`src/nocPkg.sv`:
```
package nocPkg;

  localparam int NumPorts = 5;

  // Router port order, also the arbitration order
  typedef enum logic [2:0]
  {
    Local = 3'd0,
    North = 3'd1,
    East  = 3'd2,
    West  = 3'd3,
    South = 3'd4
  } portE;

  typedef enum logic [2:0]
  {
    None   = 3'd0,
    Header = 3'd1, // Only kind that loads a tenure length
    Body   = 3'd2,
    Tail   = 3'd3
  } flitKindE;

  // GrantX value is port index plus one
  typedef enum logic [2:0]
  {
    Idle   = 3'd0,
    GrantL = 3'd1,
    GrantN = 3'd2,
    GrantE = 3'd3,
    GrantW = 3'd4,
    GrantS = 3'd5
  } arbStateE;

  typedef struct packed
  {
    flitKindE    flitId;
    logic [11:0] length;  // Tenure limit when flitId is Header
    logic [15:0] payload;
  } flitT;

endpackage

```
`src/grantTimer.sv`:
```
`timescale 1ns/1ps

module grantTimer import nocPkg::*;
(
  input  logic clk,
  input  logic rst,
  input  flitT headFlit,
  input  logic runTimer,
  output logic timesUp
);

  logic [11:0] limit;
  logic [11:0] count;

  always_ff @(posedge clk)
  begin
    if (rst)
    begin
      limit <= '0;
      count <= '0;
    end
    else
    begin
      if (headFlit.flitId == Header)
        limit <= headFlit.length; // Any header seen at the head
      // Held cycles of the current tenure
      if (runTimer)
        count <= count + 12'd1;
      else
        count <= '0;
    end
  end

  assign timesUp = (count == limit);

endmodule

```
`src/portArbiter.sv`:
```
`timescale 1ns/1ps

module portArbiter import nocPkg::*;
(
  input  logic                clk,
  input  logic                rst,
  input  logic [NumPorts-1:0] req,
  input  flitT                headFlit [NumPorts],
  output logic [NumPorts-1:0] grant
);

  arbStateE state;
  arbStateE nextState;

  logic [NumPorts-1:0] runTimer;
  logic [NumPorts-1:0] timesUp;

  // First requester among span ports starting at first, wrapping after South
  function automatic arbStateE pickNext(input logic [NumPorts-1:0] reqs,
                                        input portE first,
                                        input int span);
    arbStateE pick;
    portE     cand;
    pick = Idle;
    for (int k = span - 1; k >= 0; k--)
    begin
      cand = portE'((int'(first) + k) % NumPorts);
      if (reqs[cand])
        pick = arbStateE'(int'(cand) + 1); // Lowest k wins
    end
    return pick;
  endfunction

  for (genvar p = 0; p < NumPorts; p++)
  begin : gTimer
    grantTimer iTimer
    (
      .clk      (clk),
      .rst      (rst),
      .headFlit (headFlit[p]),
      .runTimer (runTimer[p]),
      .timesUp  (timesUp[p])
    );
  end

  always_ff @(posedge clk)
  begin
    if (rst)
      state <= Idle;
    else
      state <= nextState;
  end

  always_comb
  begin
    grant     = '0;
    runTimer  = '0;
    nextState = Idle;
    case (state)
      Idle:
        nextState = pickNext(req, Local, NumPorts);
      GrantL:
      begin
        if (req[Local] && !timesUp[Local])
        begin
          grant[Local]    = 1'b1;
          runTimer[Local] = 1'b1;
          nextState       = GrantL;
        end
        else
          nextState = pickNext(req, North, NumPorts - 1); // Never back to L
      end
      GrantN:
      begin
        if (req[North] && !timesUp[North])
        begin
          grant[North]    = 1'b1;
          runTimer[North] = 1'b1;
          nextState       = GrantN;
        end
        else
          nextState = pickNext(req, East, NumPorts - 1);
      end
      GrantE:
      begin
        if (req[East] && !timesUp[East])
        begin
          grant[East]    = 1'b1;
          runTimer[East] = 1'b1;
          nextState      = GrantE;
        end
        else
          nextState = pickNext(req, West, NumPorts - 1);
      end
      GrantW:
      begin
        if (req[West] && !timesUp[West])
        begin
          grant[West]    = 1'b1;
          runTimer[West] = 1'b1;
          nextState      = GrantW;
        end
        else
          nextState = pickNext(req, South, NumPorts - 1);
      end
      GrantS:
      begin
        if (req[South] && !timesUp[South])
        begin
          grant[South]    = 1'b1;
          runTimer[South] = 1'b1;
          nextState       = GrantS;
        end
        else
          nextState = pickNext(req, Local, NumPorts - 1); // Wraps to L
      end
      default:
        nextState = Idle;
    endcase
  end

endmodule

```
`src/inputQueue.sv`:
```
`timescale 1ns/1ps

module inputQueue import nocPkg::*;
#(
  parameter int QueueDepth = 4
)
(
  input  logic clk,
  input  logic rst,
  input  flitT inFlit,
  input  logic push,
  input  logic pop,
  output flitT headFlit,
  output logic req,
  output logic full
);

  localparam int PtrW = (QueueDepth > 1) ? $clog2(QueueDepth) : 1;
  localparam int CntW = $clog2(QueueDepth + 1);

  flitT mem [QueueDepth];

  logic [PtrW-1:0] rdPtr;
  logic [PtrW-1:0] wrPtr;
  logic [CntW-1:0] count;
  logic            doWrite;
  logic            doRead;

  assign req  = (count != '0);
  assign full = (count == CntW'(QueueDepth));

  assign doWrite = push && !full; // Overflow flit is lost
  assign doRead  = pop && req;

  assign headFlit = mem[rdPtr];

  always_ff @(posedge clk)
  begin
    if (doWrite)
      mem[wrPtr] <= inFlit;
  end

  always_ff @(posedge clk)
  begin
    if (rst)
    begin
      rdPtr <= '0;
      wrPtr <= '0;
      count <= '0;
    end
    else
    begin
      if (doWrite)
        wrPtr <= (wrPtr == PtrW'(QueueDepth - 1)) ? '0 : wrPtr + 1'b1;
      if (doRead)
        rdPtr <= (rdPtr == PtrW'(QueueDepth - 1)) ? '0 : rdPtr + 1'b1;
      case ({doWrite, doRead})
        2'b10:   count <= count + 1'b1;
        2'b01:   count <= count - 1'b1;
        default: count <= count; // Both or neither
      endcase
    end
  end

endmodule

```
`src/outputStage.sv`:
```
`timescale 1ns/1ps

module outputStage import nocPkg::*;
(
  input  logic                clk,
  input  logic                rst,
  input  logic [NumPorts-1:0] grant,
  input  flitT                headFlit [NumPorts],
  output logic [NumPorts-1:0] pop,
  output flitT                outFlit,
  output logic                outValid
);

  flitT selFlit;

  // Grant only ever goes to a non-empty queue
  assign pop = grant;

  // Grant is one-hot, so a plain priority pick works as the mux
  always_comb
  begin
    selFlit = '0;
    for (int p = 0; p < NumPorts; p++)
    begin
      if (grant[p])
        selFlit = headFlit[p];
    end
  end

  always_ff @(posedge clk)
  begin
    if (|grant)
      outFlit <= selFlit;
  end

  always_ff @(posedge clk)
  begin
    if (rst)
      outValid <= 1'b0;
    else
      outValid <= |grant; // One strobe per popped flit
  end

endmodule

```
`src/routerOutputPort.sv`:
```
`timescale 1ns/1ps

module routerOutputPort import nocPkg::*;
#(
  parameter int QueueDepth = 4
)
(
  input  logic                clk,
  input  logic                rst,
  input  flitT                inFlit [NumPorts],
  input  logic [NumPorts-1:0] inPush,
  output flitT                outFlit,
  output logic                outValid,
  output logic [NumPorts-1:0] full
);

  flitT                headFlit [NumPorts];
  logic [NumPorts-1:0] req;
  logic [NumPorts-1:0] grant;
  logic [NumPorts-1:0] pop;

  // One queue per input link, index order L N E W S
  for (genvar p = 0; p < NumPorts; p++)
  begin : gPort
    inputQueue #(
      .QueueDepth (QueueDepth)
    ) iQueue
    (
      .clk      (clk),
      .rst      (rst),
      .inFlit   (inFlit[p]),
      .push     (inPush[p]),
      .pop      (pop[p]),
      .headFlit (headFlit[p]),
      .req      (req[p]),
      .full     (full[p])
    );
  end

  portArbiter iArbiter
  (
    .clk      (clk),
    .rst      (rst),
    .req      (req),
    .headFlit (headFlit),
    .grant    (grant)
  );

  outputStage iOutput
  (
    .clk      (clk),
    .rst      (rst),
    .grant    (grant),
    .headFlit (headFlit),
    .pop      (pop),
    .outFlit  (outFlit),
    .outValid (outValid)
  );

endmodule

```
`config.mk`:
```
export PLATFORM = sky130hd
export DESIGN_NAME = routerOutputPort
export DESIGN_NICKNAME = d
export VERILOG_FILES = /design/src/nocPkg.sv /design/src/grantTimer.sv /design/src/portArbiter.sv /design/src/inputQueue.sv /design/src/outputStage.sv /design/src/routerOutputPort.sv
export SDC_FILE = /design/constraint.sdc
export NUM_CORES = 1
export LEC_CHECK = 0
export ABC_AREA = 0
export BUFFER_PORTS_ARGS = -buffer_cell sky130_fd_sc_hd__buf_4
export CORE_AREA = 2 2 168 334
export CTS_BUF_LIST = sky130_fd_sc_hd__clkbuf_4 sky130_fd_sc_hd__clkbuf_8
export CTS_CLUSTER_SIZE = 40
export DETAILED_ROUTE_END_ITERATION = 8
export DIE_AREA = 0 0 170 336
export HOLD_SLACK_MARGIN = 0.08
export MAX_ROUTING_LAYER = met4
export PLACE_DENSITY = 0.88
export SLEW_MARGIN = 20
export SYNTH_ARGS = -nofsm -noshare
export SYNTH_HDL_FRONTEND = slang
export SYNTH_SLANG_ARGS = --single-unit
```
`constraint.sdc`:
```
create_clock -name clk -period 3.3 [get_ports clk]
set_input_delay 0.66 -clock clk [delete_from_list [all_inputs] [get_ports clk]]
set_output_delay 0.66 -clock clk [all_outputs]
set_load 0.01 [all_outputs]
```
==> After elaboration in Yosys (flattened, before gate mapping) <==
Memories as Yosys holds them, arrays and structs flattened. A register that Yosys moved wholly into a read port is not among the register bits.
Cells that the tools add are included.
{ "op_classes": {"add_sub_neg": 25, "eq_ne": 40, "n_mux": 77, "bitwise": 5, "reduce_logical": 42} }
{ "ops": {"columns": ["cell", "n"], "rows": [
  ["$mux W31", 5],
  ["$add A12 B1 Y12 const B", 5],
  ["$eq A12 B12 Y1", 5],
  ["$mux W3", 20],
  ["$mux W2", 25],
  ["$eq A2 B2 Y1 const B", 15],
  ["$pmux W3 S2", 5],
  ["$eq A3 B3 Y1 const B", 7],
  ["$mux W1", 21],
  ["$add A2 B1 Y2 const B", 10],
  ["$eq A3 B1 Y1 const B", 6],
  ["$pmux W3 S6", 1],
  ["$add A3 B1 Y3 const B", 5],
  ["$logic_and A1 B1 Y1", 15],
  ["$reduce_bool A3 Y1", 5],
  ["$sub A3 B1 Y3 const B", 5],
  ["$eq A2 B1 Y1 const B", 5],
  ["$logic_not A1 Y1", 10],
  ["$reduce_bool A2 Y1", 5],
  ["$reduce_or A2 Y1", 5],
  ["$eq A3 B2 Y1 const B", 2],
  ["$not A1 Y1", 5],
  ["$reduce_or A5 Y1", 1],
  ["$logic_not A3 Y1", 1]
]} }
{ "totals": {"regBits": 190, "mem_bits_rw": 620, "input_bits": 162, "out_inout_bits": 37, "word_cells": 224, "memories": 5} }
{ "memory_table": {"columns": ["memory", "depth", "word_bits", "read_ports", "rd_ports_with_merged_regs", "write_ports", "line", "text"], "rows": [
  ["gPort[0].iQueue.mem", 4, 31, 1, 1, 1, "inputQueue.sv:21", "flitT mem [QueueDepth];"],
  ["gPort[1].iQueue.mem", 4, 31, 1, 1, 1, "inputQueue.sv:21", null],
  ["gPort[2].iQueue.mem", 4, 31, 1, 1, 1, "inputQueue.sv:21", null],
  ["gPort[3].iQueue.mem", 4, 31, 1, 1, 1, "inputQueue.sv:21", null],
  ["gPort[4].iQueue.mem", 4, 31, 1, 1, 1, "inputQueue.sv:21", null]
]} }

==> Longest topological paths before layout <==
{ "logic_depth": {"word_depth": 10, "depth_mapped": 12, "depth_no_buf": 11} }

==> By module <==
From an unflattened synthesis, not the netlist that was laid out.
{ "unflattened": {"hier_cells": 1917, "area_unflattened_um2": 32635.0} }
{ "by_module_without_submodules": {"columns": ["mod", "n_inst", "cells_each", "area_each_um2", "seq_area_each_um2"], "rows": [
  ["inputQueue", 5, 215, 4958.5, 3903.7],
  ["grantTimer", 5, 113, 1073.5, 480.5],
  ["outputStage", 1, 223, 2045.7, 950.9],
  ["portArbiter", 1, 54, 429.2, 60.1]
]} }

==> Worst setup path before layout <==
No wires, ideal clock.
{ "synth_path": {"path_kind": "register -> register", "start": "register gPort[0].iQueue.count[2]", "end": "register, netlist name iOutput.outFlit[0]", "setup_ns": 0.552, "t_arrival_ns": 2.241, "required_time_ns": 2.748, "path_slack_ns": 0.507, "stages_incl_launch_ff": 8, "n_path_buf": 2, "synth_period_minus_slack_ns": 2.793, "path_cell_list": "dfxtp_1 > or3_4 > and3_1 > buf_2 > nor2b_4 > buf_6 > nor3_4 > nand3_1"} }
{ "synth_between": {"elab_chain_cells": 5} }
{ "synth_rtl": {"columns": ["item", "line", "text"], "rows": [
  ["from (decl)", "inputQueue.sv:25", "logic [CntW-1:0] count;"],
  ["from (signal assigned)", "inputQueue.sv:58", "2'b10: count <= count + 1'b1;"],
  ["from (signal assigned)", "inputQueue.sv:59", "2'b01: count <= count - 1'b1;"],
  ["from (signal assigned)", "inputQueue.sv:60", "default: count <= count;"],
  ["$reduce_bool A3 Y1", "inputQueue.sv:29", "assign req = (count != '0);"],
  ["$logic_and A1 B1 Y1", "portArbiter.sv:64", "if (req[Local] && !timesUp[Local])"],
  ["$mux W1", "portArbiter.sv:64", null],
  ["$mux W1", "portArbiter.sv:59", "case (state)"],
  ["$reduce_or A5 Y1", "outputStage.sv:32", "if (|grant)"]
]} }
No other way between the ends.
A chain may end at the register's enable or synchronous reset.

==> Worst setup path in the final report <==
{ "layout_path": {"start": "register iArbiter.state[1]", "end": "register gPort[2].iQueue.count[2]"} }
{ "layout_between": {"elab_chain_cells": 5, "elab_cells_between_ends": 7, "classes_between": "3 x eq/ne; 2 x mux; 2 x reduce/logical"} }
{ "layout_rtl": {"columns": ["item", "line", "text"], "rows": [
  ["from (decl)", "portArbiter.sv:12", "arbStateE state;"],
  ["from (signal assigned)", "portArbiter.sv:49", "state <= Idle;"],
  ["from (signal assigned)", "portArbiter.sv:51", "state <= nextState;"],
  ["$eq A3 B2 Y1 *", "portArbiter.sv:59", null],
  ["$mux W1 *", "portArbiter.sv:59", null],
  ["$logic_and A1 B1 Y1 *", "inputQueue.sv:33", "assign doRead = pop && req;"],
  ["$eq A2 B1 Y1 or $eq A2 B2 Y1 (tied branches)", "inputQueue.sv:57", "case ({doWrite, doRead})"],
  ["$pmux W3 S2 or $reduce_bool A2 Y1 (tied branches)", null, null],
  ["to (signal assigned)", "inputQueue.sv:58", null],
  ["to (signal assigned)", "inputQueue.sv:59", null],
  ["to (signal assigned)", "inputQueue.sv:60", null],
  ["to (decl)", "inputQueue.sv:25", null]
]} }
Mark *: on every way between the ends. The rest lies on a longest branch, timed or not.

==> results.txt <==
----------------------------------------------------
[Setup path]
  Critical Path RT ... 3.93 ns
  Kind of start point of the critical path ... flop
  Setup slack, reg-to-reg ... 0.30 ns
  Highest cell delay on the worst timing path ... 0.62 ns
  Data arrival time at the worst-slack endpoint ... 3.63 ns
  Cell Chain, Critical Path ... nand3b_1 -> nor3_4 -> buf_4 -> ha_1 -> inv_1 -> fa_1 -> xor2_1 -> or3_1 -> a21oi_1
  Sort of element at the end of the critical path ... flop
  Reg-to-reg startpoint ... iArbiter.state[1]$_SDFF_PP0_
  Worst path slowest cell ... sky130_fd_sc_hd__dfxtp_1
  Startpoint-to-endpoint class of the critical path ... reg -> reg
  Worst setup path startpoint ... iArbiter.state[1]$_SDFF_PP0_
  Crit path buf inv count ... 2
  CP top delay family ... simple AND/OR/NAND/NOR gates
  Maximum fanout along the worst path ... 19

[Logic synthesis]
  Post-synthesis sequential area ratio ... 70.94%
  Simple-Gate Fraction of Synth Area ... 6.553%
  Top cell type by total area after synthesis ... sky130_fd_sc_hd__edfxtp_1
  EDFF count, synth ... 651
  Cells after synthesis ... 1,894
  Yosys reg bits ... 820
  Yosys warns ... 0
  Fraction of the mapped netlist area in compound gates ... 2.593%
  Xor-xnor portion of the synthesized cell area ... 3.251%
  Yosys cell types ... 51
  Combinational family with the most area after synthesis ... multiplexers
  Synthesized Nets ... 2,096
  Main flop type after synthesis ... sky130_fd_sc_hd__edfxtp_1
  Share of synthesized area spent on multiplexers ... 12.90%
  Netlist Area Pre-Place ... 32,320 sq um
  Arithmetic-cell share of the synthesized area counting full adders, half adders and majority gates ... 1.664%
  Top-area cell type share of the netlist area ... 60.48%
  Top cells by area, synth ... sky130_fd_sc_hd__edfxtp_1 (60%), sky130_fd_sc_hd__mux4_2 (11%), sky130_fd_sc_hd__dfxtp_1 (10%), sky130_fd_sc_hd__mux2i_1 (2.1%), sky130_fd_sc_hd__nor2_1 (2.1%)
  Synth Area per Inst ... 17.07 sq um
  Post-synthesis async set-or-reset flop share ... 0%

[STA]
  Worst clock skew ... 0.04828 ns
  Min Clock Period, post-route ... 2.995 ns
  Final Hold Vio Count ... 0
  Share of the clock period used by the worst path ... 90.76%
  Setup repair after global routing missed its margin ... no
  Crit path setup slack, layout ... 0.3049 ns
  Maximum frequency from static timing analysis ... 333.9 MHz
  Final TNS setup ... 0 ns
  Headroom to the max-slew limit ... 41.94%
  Slew at the pin closest to its max-slew limit ... 0.8657 ns
  Number of failing setup endpoints in the final timing report ... 0
  Final max-slew violation count ... 0

[Outcome]
  Run status ... finished, final reports clean

[Pwr]
  Combinational cell fraction of total power ... 11.1%
  Clock network power share ... 35.8%
  Switching portion of total power ... 24.25%
  PwrDens ... 610.9 nW/um^2
  Internal ... 17,190 uW
  Sequential cell fraction of total power ... 53.1%
  Worst-case vdd ir drop ... 0.4394 mV
  Switching power ... 5503 uW
  Pleak ... 0.01258 uW

[Detailed routing]
  Antenna viol nets, final ... 0
  Via density per instance ... 6.059
  Starting DRT DRC Count ... 1,825
  Via total after detailed routing ... 17,950
  Final WL ... 75.72 mm
  Mean routed wirelength per cell ... 25.56 um
  DRC violation count after routing ... 0
  Pre-antenna DRT Iters ... 5

[Final layout]
  Most frequent cells in the layout ... sky130_fd_sc_hd__edfxtp_1 (651), sky130_fd_sc_hd__buf_4 (268), sky130_fd_sc_hd__nor2_1 (181)
  Share of layout cells above drive strength 1 ... 27.93%
  Commonest non-fill, non-tap cell in the layout ... sky130_fd_sc_hd__edfxtp_1
  Final cell count without fillers ... 2,962
  Total Nets Final ... 2,392
  Final Instance Area ... 37,140 sq um
  Synth-to-Final Area Change ... 14.89%

[Min path]
  Hold path startpoint ... inFlit[111]
  Class of the most critical hold timing path ... in -> reg

[Floorplanning]
  Y dimension of the die ... 336 um
  CORE AREA ... 54,500 sq um
  Row cnt ... 121
  Overall die width ... 170 um
  Number of top-level pins ... 199
  Die area ... 57,120 sq um
  Starting density of the core ... 59.31%

[Global route]
  Maximum number of pins on one net before global-route repair ... 42
  Antenna violations before repair ... 3
  Via count of the first global-routing pass ... 18,910
  Leftover overflow at the end of global routing ... 0
  Overall track demand over capacity in global routing ... 27.92%
  First-pass GRT wire length ... 113.2 mm

[Clock tree]
  Clock slew at the register clock pins of the worst setup and hold paths ... 0.07 ns
  Number of levels in the clock H-tree ... 3
  Post-CTS setup buffer count ... 0
  Hold buffer count at CTS ... 0
  TritonCTS sink count ... 820
  Maximum buffer depth of the clock tree ... 3
  TritonCTS clock tree ... done
  Root Buffer ... sky130_fd_sc_hd__clkbuf_8
  Cts bufs inserted ... 106
  Number of resized instances in the post-cts repair step ... 0
  Worst skew pair latency ... 0.72 ns

[Place]
  DP HPWL ... 53.46 mm
  Instance area at placement ... 34,750 sq um
  Total instance count after detailed placement ... 2,758
  PortBufs ... 198
  Weighted congestion at the end of routability-driven global placement ... 0.9016
  Worst slack after detailed placement ... 0.4218 ns

[Job]
  Count of max-cap constraint violations ... 0

----------------------------------------------------
[metrics by stage]
step	total power [uW]	utilization, %	hold WS, ns
2_1_floorplan	13650	-	0.4370
3_3_place_gp	14650	63.76	0.4496
3_5_place_dp	14770	63.76	0.4768
4_1_cts	22780	68.12	0.08949
5_1_grt	23410	68.13	0.1061
6_report	22690	68.14	0.1347
[state kept, by name, indices dropped and copies added, names as in the netlist, named ones only]
name                          count
gPort.iQueue.mem                620
gPort.iQueue.rdPtr               10
gPort.iQueue.count               15
iArbiter.gTimer.iTimer.count     60
iOutput.outValid                  1
iOutput.outFlit                  31
iArbiter.state                    3
iArbiter.gTimer.iTimer.limit     60
gPort.iQueue.wrPtr               10
[path summary, 6_finish.rpt]
kind | to | cells after the start
worst max-delay path | gPort[2].iQueue.count[2]$_SDFFE_PP0P_ | 9
worst min-delay path | gPort[1].iQueue.mem[0][18]$_DFFE_PP_ | 1
worst max register to register | gPort[2].iQueue.count[2]$_SDFFE_PP0P_ | 9
worst min register to register | gPort[3].iQueue.rdPtr[1]$_SDFFE_PP0N_ | 2
[synth_stat cells, drive strengths merged (2+ instances only)]
master	n
edfxtp	651
nor3	21
buf	64
mux2i	68
o21ai	25
nor3b	5
mux4	155
and4	4
ha	35
inv	40
clkbuf	20
nand3b	3
and2	22
nand4	22
nor2	182
xor2	55
nor4	4
a21oi	31
o211ai	2
a31oi	3
a22oi	32
o22ai	15
or3	11
a211oi	16
fa	5
and3	15
nand2	92
dfxtp	169
nand3	43
nor2b	7
xnor2	65
nand2b	3
[cell type report]
cell class | count | area (sq um)
fill | 3399 | 17370
multi-input combinational | 950 | 8722
clock buffer | 143 | 1849
sequential | 820 | 22940
inverter | 40 | 150.1
tap | 676 | 845.8
antenna | 5 | 12.51
timing repair buffer | 272 | 2092
clock inverter | 56 | 526.8
[logic make-up (layout without fill, tap and decap cells)]
family                     count (synthesis)  after routing
adders and majority gates                 40             40
AOI/OAI and AO/OA                        132            132
DFF                                      820            820
buffers and inverters                    124            511
muxes                                    223            223
and+or+nand+nor                          435            435
other                                      0              5
xor gates and xnor gates                 120            120
[per-layer routing]
metal / part of all wire (%) / routed length [um] / track usage [%]
met5: 0 / 0 / -
met1: 34 / 26050 / 31.26
met2: 54 / 40510 / 48.10
met4: 5.7 / 4339 / 15.40
met3: 6.4 / 4811 / 4.002
[power groups by stage]
stage          combinational (uW)  sequential (uW)  clock (uW)
2_1_floorplan                1490            12200           0
3_3_place_gp                 2420            12200           0
3_5_place_dp                 2500            12300           0
4_1_cts                      2510            12100        8210
5_1_grt                      2680            12100        8640
6_report                     2520            12100        8120
Power figures use the tool's default switching activity.
